--- src/hw/axi_bridge_pkg.sv ---
package axi_bridge_pkg;

    // bus widths
    localparam int addr_w = 32;
    localparam int data_w = 32;
    localparam int strb_w = data_w / 8;

    typedef logic [3:0] axi_id_t;

    // reads are tagged by the port that issued them
    localparam axi_id_t inst_id = 4'd0;
    localparam axi_id_t data_id = 4'd1;

    // 0 byte, 1 halfword, 2 word
    typedef logic [1:0] sram_size_t;

    typedef struct packed {
        logic [addr_w-1:0] addr;
        sram_size_t        size;
    } rd_req_t;

    typedef struct packed {
        logic [addr_w-1:0] addr;
        sram_size_t        size;
        logic [strb_w-1:0] strb;
        logic [data_w-1:0] data;
    } wr_req_t;

endpackage

--- src/hw/req_slot.sv ---
`timescale 1ns/1ps

module req_slot
#(
    parameter type payload_t = logic
)
(
    input  logic     aclk,
    input  logic     arst_n,
    input  logic     push,
    input  logic     pop,
    input  payload_t push_data,
    output logic     full,
    output payload_t data
);

    logic     full_q;
    payload_t data_q;

    // occupancy flag
    always_ff @(posedge aclk or negedge arst_n) begin
        if (!arst_n) begin
            full_q <= 1'b0;
        end else if (push) begin
            full_q <= 1'b1;
        end else if (pop) begin
            full_q <= 1'b0;
        end
    end

    // payload only loads into an empty entry
    always_ff @(posedge aclk) begin
        if (push && !full_q) begin
            data_q <= push_data;
        end
    end

    assign full = full_q;
    assign data = data_q;

endmodule

--- src/hw/outstanding_counter.sv ---
`timescale 1ns/1ps

module outstanding_counter
    import axi_bridge_pkg::*;
#(
    parameter int max_outstanding = 4
)
(
    input  logic    aclk,
    input  logic    arst_n,
    input  logic    issue,
    input  axi_id_t issue_id,
    input  logic    retire,
    input  axi_id_t retire_id,
    output logic    inst_full,
    output logic    data_full
);

    localparam int cnt_w = $clog2(max_outstanding + 1);
    localparam logic [cnt_w-1:0] cnt_max = cnt_w'(max_outstanding);

    // index 0 follows inst_id, index 1 follows data_id
    logic [cnt_w-1:0] cnt [2];
    logic [1:0]       up;
    logic [1:0]       dn;

    assign up[0] = issue && (issue_id == inst_id);
    assign up[1] = issue && (issue_id == data_id);
    assign dn[0] = retire && (retire_id == inst_id);
    assign dn[1] = retire && (retire_id == data_id);

    always_ff @(posedge aclk or negedge arst_n) begin
        if (!arst_n) begin
            for (int i = 0; i < 2; i++) begin
                cnt[i] <= '0;
            end
        end else begin
            for (int i = 0; i < 2; i++) begin
                // issue and retire together leave the count as it is
                if (up[i] && !dn[i] && cnt[i] != cnt_max) begin
                    cnt[i] <= cnt[i] + 1'b1;
                end else if (dn[i] && !up[i] && cnt[i] != '0) begin
                    cnt[i] <= cnt[i] - 1'b1;
                end
            end
        end
    end

    assign inst_full = (cnt[0] == cnt_max);
    assign data_full = (cnt[1] == cnt_max);

endmodule

--- src/hw/bridge_fsm.sv ---
`timescale 1ns/1ps

module bridge_fsm
    import axi_bridge_pkg::*;
(
    input  logic    aclk,
    input  logic    arst_n,
    input  logic    inst_req,
    input  logic    data_req,
    input  logic    data_wr,
    input  logic    inst_slot_full,
    input  logic    data_slot_full,
    input  logic    wr_slot_full,
    input  logic    inst_full,
    input  logic    data_full,
    input  logic    arready,
    input  logic    awready,
    input  logic    wready,
    input  logic    bvalid,
    output logic    inst_addr_ok,
    output logic    data_addr_ok,
    output logic    inst_pop,
    output logic    data_pop,
    output logic    wr_pop,
    output logic    arvalid,
    output axi_id_t arid,
    output logic    awvalid,
    output logic    wvalid
);

    typedef enum logic [1:0] {
        rd_idle,
        rd_inst,
        rd_data
    } rd_state_t;

    typedef enum logic [2:0] {
        wr_idle,
        wr_both,
        wr_addr_done,
        wr_data_done,
        wr_resp
    } wr_state_t;

    rd_state_t rd_state;
    rd_state_t rd_next;
    wr_state_t wr_state;
    wr_state_t wr_next;
    logic      wr_pending;
    logic      data_rd_acc;
    logic      data_wr_acc;
    logic      inst_waiting;
    logic      data_waiting;

    // write in flight, blocks all data port traffic
    assign wr_pending = (wr_state != wr_idle);

    assign inst_addr_ok = inst_req && !inst_slot_full && !inst_full;
    assign data_addr_ok = data_req && !wr_pending &&
                          (data_wr ? !wr_slot_full : (!data_slot_full && !data_full));

    assign data_rd_acc = data_addr_ok && !data_wr;
    assign data_wr_acc = data_addr_ok && data_wr;

    // held in the slot or captured this cycle
    assign inst_waiting = inst_slot_full || inst_addr_ok;
    assign data_waiting = data_slot_full || data_rd_acc;

    // read arbitration, data ahead of inst
    always_comb begin
        rd_next = rd_state;
        case (rd_state)
            rd_idle: begin
                if (data_waiting) begin
                    rd_next = rd_data;
                end else if (inst_waiting) begin
                    rd_next = rd_inst;
                end
            end
            rd_inst: begin
                if (arready) begin
                    rd_next = data_waiting ? rd_data : rd_idle;
                end
            end
            rd_data: begin
                if (arready) begin
                    rd_next = inst_waiting ? rd_inst : rd_idle;
                end
            end
            default: rd_next = rd_idle;
        endcase
    end

    // write sequencing, aw and w complete in either order
    always_comb begin
        wr_next = wr_state;
        case (wr_state)
            wr_idle: begin
                if (data_wr_acc) begin
                    wr_next = wr_both;
                end
            end
            wr_both: begin
                if (awready && wready) begin
                    wr_next = wr_resp;
                end else if (awready) begin
                    wr_next = wr_addr_done;
                end else if (wready) begin
                    wr_next = wr_data_done;
                end
            end
            wr_addr_done: begin
                if (wready) begin
                    wr_next = wr_resp;
                end
            end
            wr_data_done: begin
                if (awready) begin
                    wr_next = wr_resp;
                end
            end
            wr_resp: begin
                if (bvalid) begin
                    wr_next = wr_idle;
                end
            end
            default: wr_next = wr_idle;
        endcase
    end

    always_ff @(posedge aclk or negedge arst_n) begin
        if (!arst_n) begin
            rd_state <= rd_idle;
            wr_state <= wr_idle;
        end else begin
            rd_state <= rd_next;
            wr_state <= wr_next;
        end
    end

    assign arvalid  = (rd_state != rd_idle);
    assign arid     = (rd_state == rd_data) ? data_id : inst_id;
    assign inst_pop = (rd_state == rd_inst) && arready;
    assign data_pop = (rd_state == rd_data) && arready;

    assign awvalid = (wr_state == wr_both) || (wr_state == wr_data_done);
    assign wvalid  = (wr_state == wr_both) || (wr_state == wr_addr_done);
    // slot feeds awaddr and wdata until the response
    assign wr_pop  = (wr_state == wr_resp) && bvalid;

endmodule

--- src/hw/response_router.sv ---
`timescale 1ns/1ps

module response_router
    import axi_bridge_pkg::*;
(
    input  logic              aclk,
    input  logic              arst_n,
    input  logic              rvalid,
    input  axi_id_t           rid,
    input  logic [data_w-1:0] rdata,
    input  logic              bvalid,
    output logic              inst_data_ok,
    output logic [data_w-1:0] inst_rdata,
    output logic              data_data_ok,
    output logic [data_w-1:0] data_rdata
);

    logic inst_hit;
    logic data_hit;

    // rready is tied high, so rvalid alone is the handshake
    assign inst_hit = rvalid && (rid == inst_id);
    assign data_hit = rvalid && (rid == data_id);

    always_ff @(posedge aclk or negedge arst_n) begin
        if (!arst_n) begin
            inst_data_ok <= 1'b0;
            data_data_ok <= 1'b0;
        end else begin
            inst_data_ok <= inst_hit;
            // write response shares the data port pulse
            data_data_ok <= data_hit || bvalid;
        end
    end

    // read data registers
    always_ff @(posedge aclk) begin
        if (inst_hit) begin
            inst_rdata <= rdata;
        end
        if (data_hit) begin
            data_rdata <= rdata;
        end
    end

endmodule

--- src/hw/sram_axi_bridge.sv ---
`timescale 1ns/1ps

module sram_axi_bridge
    import axi_bridge_pkg::*;
#(
    parameter int max_outstanding = 4
)
(
    input  logic              aclk,
    input  logic              arst_n,
    // instruction port
    input  logic              inst_req,
    input  sram_size_t        inst_size,
    input  logic [addr_w-1:0] inst_addr,
    output logic              inst_addr_ok,
    output logic              inst_data_ok,
    output logic [data_w-1:0] inst_rdata,
    // data port
    input  logic              data_req,
    input  logic              data_wr,
    input  sram_size_t        data_size,
    input  logic [strb_w-1:0] data_wstrb,
    input  logic [addr_w-1:0] data_addr,
    input  logic [data_w-1:0] data_wdata,
    output logic              data_addr_ok,
    output logic              data_data_ok,
    output logic [data_w-1:0] data_rdata,
    // read address and data
    output axi_id_t           arid,
    output logic [addr_w-1:0] araddr,
    output logic [2:0]        arsize,
    output logic              arvalid,
    input  logic              arready,
    input  axi_id_t           rid,
    input  logic [data_w-1:0] rdata,
    input  logic              rvalid,
    output logic              rready,
    // write address, data and response
    output logic [addr_w-1:0] awaddr,
    output logic [2:0]        awsize,
    output logic              awvalid,
    input  logic              awready,
    output logic [data_w-1:0] wdata,
    output logic [strb_w-1:0] wstrb,
    output logic              wvalid,
    input  logic              wready,
    input  logic              bvalid,
    output logic              bready
);

    rd_req_t inst_rd_in;
    rd_req_t inst_rd_q;
    rd_req_t data_rd_in;
    rd_req_t data_rd_q;
    rd_req_t ar_sel;
    wr_req_t wr_in;
    wr_req_t wr_q;
    logic    data_rd_push;
    logic    data_wr_push;
    logic    inst_slot_full;
    logic    data_slot_full;
    logic    wr_slot_full;
    logic    inst_pop;
    logic    data_pop;
    logic    wr_pop;
    logic    inst_full;
    logic    data_full;

    assign inst_rd_in = '{addr: inst_addr, size: inst_size};
    assign data_rd_in = '{addr: data_addr, size: data_size};
    assign wr_in      = '{addr: data_addr, size: data_size, strb: data_wstrb, data: data_wdata};

    // addr_ok already includes req
    assign data_rd_push = data_addr_ok && !data_wr;
    assign data_wr_push = data_addr_ok && data_wr;

    // slot currently presented on AR
    assign ar_sel = (arid == data_id) ? data_rd_q : inst_rd_q;
    assign araddr = ar_sel.addr;
    assign arsize = {1'b0, ar_sel.size};
    assign rready = 1'b1;

    assign awaddr = wr_q.addr;
    assign awsize = {1'b0, wr_q.size};
    assign wdata  = wr_q.data;
    assign wstrb  = wr_q.strb;
    assign bready = 1'b1;

    req_slot #(.payload_t(rd_req_t)) inst_slot_inst (
        .aclk      (aclk),
        .arst_n    (arst_n),
        .push      (inst_addr_ok),
        .pop       (inst_pop),
        .push_data (inst_rd_in),
        .full      (inst_slot_full),
        .data      (inst_rd_q)
    );

    req_slot #(.payload_t(rd_req_t)) data_slot_inst (
        .aclk      (aclk),
        .arst_n    (arst_n),
        .push      (data_rd_push),
        .pop       (data_pop),
        .push_data (data_rd_in),
        .full      (data_slot_full),
        .data      (data_rd_q)
    );

    req_slot #(.payload_t(wr_req_t)) wr_slot_inst (
        .aclk      (aclk),
        .arst_n    (arst_n),
        .push      (data_wr_push),
        .pop       (wr_pop),
        .push_data (wr_in),
        .full      (wr_slot_full),
        .data      (wr_q)
    );

    bridge_fsm bridge_fsm_inst (
        .aclk           (aclk),
        .arst_n         (arst_n),
        .inst_req       (inst_req),
        .data_req       (data_req),
        .data_wr        (data_wr),
        .inst_slot_full (inst_slot_full),
        .data_slot_full (data_slot_full),
        .wr_slot_full   (wr_slot_full),
        .inst_full      (inst_full),
        .data_full      (data_full),
        .arready        (arready),
        .awready        (awready),
        .wready         (wready),
        .bvalid         (bvalid),
        .inst_addr_ok   (inst_addr_ok),
        .data_addr_ok   (data_addr_ok),
        .inst_pop       (inst_pop),
        .data_pop       (data_pop),
        .wr_pop         (wr_pop),
        .arvalid        (arvalid),
        .arid           (arid),
        .awvalid        (awvalid),
        .wvalid         (wvalid)
    );

    outstanding_counter #(.max_outstanding(max_outstanding)) outstanding_counter_inst (
        .aclk      (aclk),
        .arst_n    (arst_n),
        .issue     (arvalid && arready),
        .issue_id  (arid),
        .retire    (rvalid),
        .retire_id (rid),
        .inst_full (inst_full),
        .data_full (data_full)
    );

    response_router response_router_inst (
        .aclk         (aclk),
        .arst_n       (arst_n),
        .rvalid       (rvalid),
        .rid          (rid),
        .rdata        (rdata),
        .bvalid       (bvalid),
        .inst_data_ok (inst_data_ok),
        .inst_rdata   (inst_rdata),
        .data_data_ok (data_data_ok),
        .data_rdata   (data_rdata)
    );

endmodule

--- config.mk ---
export PLATFORM = sky130hd
export DESIGN_NAME = sram_axi_bridge
export DESIGN_NICKNAME = d
export VERILOG_FILES = /design/src/hw/axi_bridge_pkg.sv /design/src/hw/req_slot.sv /design/src/hw/outstanding_counter.sv /design/src/hw/bridge_fsm.sv /design/src/hw/response_router.sv /design/src/hw/sram_axi_bridge.sv
export SDC_FILE = /design/constraint.sdc
export NUM_CORES = 1
export LEC_CHECK = 0
export BUFFER_PORTS_ARGS = -buffer_cell sky130_fd_sc_hd__buf_4
export CORE_MARGIN = 10
export CORE_UTILIZATION = 45
export DETAILED_ROUTE_END_ITERATION = 8
export PLACE_DENSITY = 0.85
export REMOVE_ABC_BUFFERS = 1
export SLEW_MARGIN = 0
export SYNTH_ARGS = -nofsm -noshare
export SYNTH_HDL_FRONTEND = slang
export SYNTH_SLANG_ARGS = --single-unit
--- constraint.sdc ---
create_clock -name aclk -period 3.85 [get_ports aclk]
set_input_delay 0.1925 -clock aclk [delete_from_list [all_inputs] [get_ports aclk]]
set_output_delay 0.1925 -clock aclk [all_outputs]
set_load 0.01 [all_outputs]
# Yosys cells after proc, flatten, opt, wreduce, memory -nomap -nowiden
# Cells that the tools add are included.
[totals]
output_inout_bits = 183
regBits = 218
word_cells = 129
[op_classes]
eq_ne = 20
n_reduce_logical = 58
add_sub_neg = 4
n_mux = 28
[op_table]
columns = ["operator", "n"]
rows = [
  ["$mux 34", 1],
  ["$mux 3", 11],
  ["$logic_and 1x1->1", 27],
  ["$pmux 3 s5", 1],
  ["$ne 2x2->1 const B", 6],
  ["$reduce_bool 2->1", 6],
  ["$logic_not 1->1", 11],
  ["$mux 2", 5],
  ["$eq 3x3->1 const B", 3],
  ["$mux 1", 9],
  ["$reduce_bool 3->1", 3],
  ["$logic_not 4->1", 2],
  ["$add 3x1->3 const B", 2],
  ["$eq 3x2->1 const B", 2],
  ["$ne 3x3->1 const B", 2],
  ["$pmux 2 s3", 1],
  ["$sub 3x1->3 const B", 2],
  ["$logic_or 1x1->1", 5],
  ["$reduce_and 5->1", 1],
  ["$eq 4x1->1 const B", 1],
  ["$ne 4x3->1 const B", 1],
  ["$eq 3x1->1 const B", 1],
  ["$logic_not 3->1", 1],
  ["$ne 3x1->1 const B", 1],
  ["other kinds (5)", 5],
]

# Depth between registers and ports, before layout
[depth]
depth_word = 10
mapped_depth = 8
depth_no_buf = 8

# By module
# A second synthesis with hierarchy kept.
[hier_totals]
hier_cells = 369
area_unflattened_um2 = 7744.9
[modules_own_cells]
columns = ["module", "instances", "area_per_inst_um2", "cells_each"]
rows = [
  ["req_slot (wr_slot_inst)", 1, 2144.6, 74],
  ["req_slot (data_slot_inst ...)", 2, 1063.5, 38],
  ["response_router", 1, 2018.2, 70],
  ["outstanding_counter", 1, 574.3, 56],
  ["sram_axi_bridge", 1, 496.7, 47],
  ["bridge_fsm", 1, 384.1, 46],
]

# Worst setup path before layout
# Ideal clock, no wire load.
[synth_timing]
path_type = "reg-to-reg"
startpoint = "register bridge_fsm_inst.wr_state[0]"
endpoint = "register wr_slot_inst.data_q, in the netlist wr_slot_inst.data[0] (enable)"
setup_ps = 424
n_path_buf = 1
stages_incl_launch_ff = 5
slack_ps = 761
arrival_time_ps = 2665
cell_sequence = "dfrtp_1 -> buf_6 -> or4b_4 -> or2_1 -> inv_1"
[synth_between]
elab_chain_cells = 6
[synth_rtl]
columns = ["element", "line_no", "rtl"]
rows = [
  ["start, declared", "bridge_fsm.sv:47", "wr_state_t wr_state;"],
  ["start signal, assigned", "bridge_fsm.sv:134", "wr_state <= wr_idle;"],
  ["start signal, assigned", "bridge_fsm.sv:137", "wr_state <= wr_next;"],
  ["$reduce_bool 3->1", "bridge_fsm.sv:56", "assign wr_pending = (wr_state != wr_idle);"],
  ["$logic_not 1->1", "bridge_fsm.sv:59", "assign data_addr_ok = data_req && !wr_pending &&"],
  ["$logic_and 1x1->1 (2 in a row)", "bridge_fsm.sv:59", ""],
  ["$logic_and 1x1->1", "sram_axi_bridge.sv:75", "assign data_wr_push = data_addr_ok && data_wr;"],
  ["$logic_and 1x1->1", "req_slot.sv:33", "if (push && !full_q) begin"],
  ["end signal, assigned", "req_slot.sv:34", "data_q <= push_data;"],
  ["end, declared", "req_slot.sv:18", "payload_t data_q;"],
]
# No other way between the ends.
# A chain may end at the register's enable or synchronous reset.

# Final worst setup path
[layout_timing]
startpoint = "register bridge_fsm_inst.rd_state[1]"
endpoint = "register outstanding_counter_inst.cnt[2] (netlist name)"
[layout_between]
elab_chain_cells = 8
[layout_rtl]
columns = ["element", "line_no", "rtl"]
rows = [
  ["start, declared", "bridge_fsm.sv:45", "rd_state_t rd_state;"],
  ["start signal, assigned", "bridge_fsm.sv:133", "rd_state <= rd_idle;"],
  ["start signal, assigned", "bridge_fsm.sv:136", "rd_state <= rd_next;"],
  ["$eq 2x2->1", "bridge_fsm.sv:142", "assign arid = (rd_state == rd_data) ? data_id : inst_id;"],
  ["$mux 1", "bridge_fsm.sv:142", ""],
  ["$eq 1x1->1", "outstanding_counter.sv:28", "assign up[1] = issue && (issue_id == data_id);"],
  ["$logic_and 1x1->1 (*)", "outstanding_counter.sv:28", ""],
  ["$logic_not 1->1", "outstanding_counter.sv:42", "end else if (dn[i] && !up[i] && cnt[i] != '0) begin"],
  ["$logic_and 1x1->1 (2 in a row)", "outstanding_counter.sv:42", ""],
  ["$reduce_bool 2->1 (no source line)", "--", ""],
  ["end signal, assigned by index", "outstanding_counter.sv:41", "cnt[i] <= cnt[i] + 1'b1;"],
  ["end signal, assigned by index", "outstanding_counter.sv:43", "cnt[i] <= cnt[i] - 1'b1;"],
  ["end, declared", "outstanding_counter.sv:23", "logic [cnt_w-1:0] cnt [2];"],
]
# Mark *: on every way between the ends. The rest lies on a longest branch, timed or not.

==> flow_metrics.py <==
metrics = {
    "cells_and_area": {
        "final_util_pct": 75.0,
        "fin_nets": 1002,
        "drive_above_1_share_pct": 43.1,
        "final_cell_area_mm2": 0.0124,
        "syn_to_final_growth_pct": 63.4,
    },
    "global_routing": {
        "grt_pass1_vias": 6225,
        "grt_max_degree": 56,
        "grt_overflow": 0,
        "globalRouteTotalUtil_pct": 22.5,
        "antenna_found_initial": 4,
        "grt_pass1_wl_um": 38500,
    },
    "floorplan": {
        "chipWidth_um": 150,
        "start_util_pct": 45.9,
        "rows": 47,
        "die_h_um": 150,
        "core-area_mm2": 0.0166,
        "io_pins": 333,
        "die-area_mm2": 0.0225,
    },
    "critical_path": {
        "worstPathMaxFanout": 8,
        "start_kind": "register",
        "path_class": "register to register",
        "end_kind": "register",
        "path_cells": "nor2b_4, nand2_1, or3_1, fa_1, a2111oi_2, a2bb2oi_1, o22ai_1",
        "slowest_delay_ns": 0.51,
        "crit_family": "simple AND/OR/NAND/NOR gates",
        "slowest_stage": "fa_1",
        "crit_buf_inv": 0,
        "worst-endpoint-arrival_ns": 2.89,
        "cp.required_ns": 4.25,
    },
    "power_and_ir_drop": {
        "p_leak_nw": 4.96,
        "p_int_mw": 4.99,
        "clkPwrFrac_pct": 30.2,
        "pwr-share-seq_pct": 44.7,
        "switching_share_pct": 28.3,
        "ir_worst_vdd_mv": 0.460,
        "power_density_mw_per_mm2": 560,
        "power_frac_comb_pct": 25.1,
        "finalPower_mw": 6.96,
        "p_switching_mw": 1.97,
    },
    "detailed_routing": {
        "first_iter_violations": 460,
        "antenna_left": 0,
        "drt_wl_total_um": 26400,
        "avgRoutedWirePerCell_um": 24.3,
        "routed_via_density": 5.03,
        "drc": 0,
        "vias": 5469,
        "first_pass_iters": 5,
    },
    "synthesis": {
        "synth_edf_count": 202,
        "yosys_register_bits": 218,
        "ys_types": 48,
        "synth_top_cell_area_share_pct": 79.7,
        "yosysTopAreaCell": "edfxtp_1",
        "syn_area_per_cell_um2": 20.9,
        "synth_commonest_cells": "edfxtp_1, mux2_1, dfrtp_1, inv_1, nand2_1",
        "ys_seq_area_share_pct": 85.0,
        "synth.most_common_cell": "edfxtp_1",
        "synthCells": 364,
        "synth_area_mm2": 0.00761,
        "ys_async_sr_fraction_pct": 7.34,
        "synthTopCellsByArea": "edfxtp_1, dfrtp_1, mux2_1",
        "yosys_warnings": 0,
        "synth_top_flop_cell": "edfxtp_1",
    },
    "cts": {
        "hold_buffers": 141,
        "clockBufferDepth": 3,
        "cts_setup_buffers": 0,
        "cts_sinks": 218,
        "clock_tree.root_cell": "clkbuf_16",
        "htreeDepth": 1,
        "cts_buffers": 23,
        "cts_resized": 0,
        "cts.clk_slew.worst_paths_ns": 0.06,
        "cts_tree": "yes",
        "insertion_delay_ns": 0.49,
    },
    "sta": {
        "finalClockSkew_ns": 0.0176,
        "rsz0062_at_grt": "false",
        "hold_viol_final": 0,
        "tightest_slew_ns": 1.15,
        "fin_crit_sh_pct": 64.8,
        "setup_violations": 0,
        "fin_crit_ns": 2.50,
        "max_slew_margin_pct": 23.1,
        "clock.fmax_mhz": 401,
        "tns_ns": 0,
        "setup_ws_ns": 1.35,
        "finalMaxSlewViolations": 0,
    },
    "status": {
        "status": "finished clean",
    },
    "place": {
        "place_hpwl_um": 17100,
        "placed_area_mm2": 0.0103,
        "port_buffers": 325,
        "dp_worst_setup_slack_ns": 1.45,
        "gp_congestion": 0.841,
    },
    "flow_run": {
        "drv_cap": 0,
    },
    "hold_path": {
        "hold_path.class": "input pin to register",
    },
}
kinds of logic after synthesis:
group,count (synthesis),synth area share [%]
buffers and inverters,24,1.71
XOR/XNOR,3,0.345
multiplexers,36,5.31
other,2,0.0987
AO/OA/AOI/OAI,31,3.29
AND/OR/NAND/NOR,48,3.73
adder cells (fa/ha/maj),2,0.526
flip-flops,218,85.0
registers in the layout, indices dropped and copies added, names as in the netlist:
signal,flops
wr_slot_inst.data,70
data_slot_inst.data,34
inst_slot_inst.data,34
response_router_inst.data_rdata,32
response_router_inst.inst_rdata,32
outstanding_counter_inst.cnt,6
bridge_fsm_inst.wr_state,3
bridge_fsm_inst.rd_state,2
data_slot_inst.full,1
inst_slot_inst.full,1
response_router_inst.data_data_ok,1
response_router_inst.inst_data_ok,1
wr_slot_inst.full,1
per-layer routing:
layer	wire length, µm	GRT usage (%)	vias to the layer above	share of wire, %
met5	0	0	-	0
met4	863	8.89	0	3.3
met3	1680	4.59	69	6.4
met2	15200	43.7	303	57
met1	8700	22.9	2716	33
li1	-	-	2381	-
power by group through the flow:
| stage | logic [mW] | clock network (mW) | registers, mW |
|---|---|---|---|
| 2_1_floorplan | 0.722 | 0 | 3.15 |
| 3_3_place_gp | 1.51 | 0 | 3.11 |
| 3_5_place_dp | 1.58 | 0 | 3.14 |
| 4_1_cts | 1.71 | 2.10 | 3.10 |
| 5_1_grt | 1.86 | 2.23 | 3.14 |
| 6_report | 1.75 | 2.10 | 3.11 |
worst paths after layout:
path / cells after the start / from / slack (ns) / endpoint
setup / recovery: 7 / bridge_fsm_inst.rd_state[1] / 1.35 / outstanding_counter_inst.cnt[2]
hold / removal: 3 / rid[0] / 0.07 / response_router_inst.data_data_ok
setup reg to reg: 7 / bridge_fsm_inst.rd_state[1] / 1.35 / outstanding_counter_inst.cnt[2]
hold reg to reg: 2 / wr_slot_inst.full / 0.53 / wr_slot_inst.full
max in group asynchronous: 2 / arst_n / 3.55 / outstanding_counter_inst.cnt[1]
min in group asynchronous: 2 / arst_n / 0.10 / data_slot_inst.full
per-stage QoR:
step | instances | hold slack (ns)
2_1_floorplan | 356 | -0.103
3_3_place_gp | 904 | 0.0618
3_5_place_dp | 904 | 0.0635
4_1_cts | 1083 | 0.0260
5_1_grt | 1087 | 0.0752
6_report | 1087 | 0.0680
worst register-to-register path, delay by kind of cell (launching register included):
family / cells / cell delay (ns)
compound gates: 3 / 0.69
fa+ha+maj: 1 / 0.51
flops: 1 / 0.44
simple gates: 3 / 0.78
area by class of cell:
cell class	instances	area, µm²
sequential	218	6470
clock inverter	10	108
antenna	4	10.0
timing repair buffer	469	3890
multi-input combinational	127	1050
inverter	11	42.5
clock buffer	28	594
tap	220	275
fill	957	4150
cells in the final DEF, fill, tap and decap left out, types with 3 or more instances in the layout:
master / synthesis / layout
or3_1: 3 / 3
nand3_1: 6 / 6
a2111oi_0: 3 / 3
dfrtp_1: 16 / 16
o2111a_1: 3 / 3
nand2b_1: 4 / 4
conb_1: 2 / 7
a21oi_1: 3 / 3
mux2_1: 34 / 34
nor3_1: 3 / 3
edfxtp_1: 202 / 202
diode_2: 0 / 4
clkinv_1: 0 / 6
nand2_1: 9 / 9
xnor2_1: 3 / 3
buf_4: 7 / 327
clkbuf_16: 0 / 23
inv_1: 9 / 8
dlygate4sd3_1: 0 / 141
o22ai_1: 4 / 4
nor2_1: 8 / 6
o21ai_1: 4 / 4
clkbuf_1: 1 / 5
Note: power is estimated with default switching activity, not from simulation.
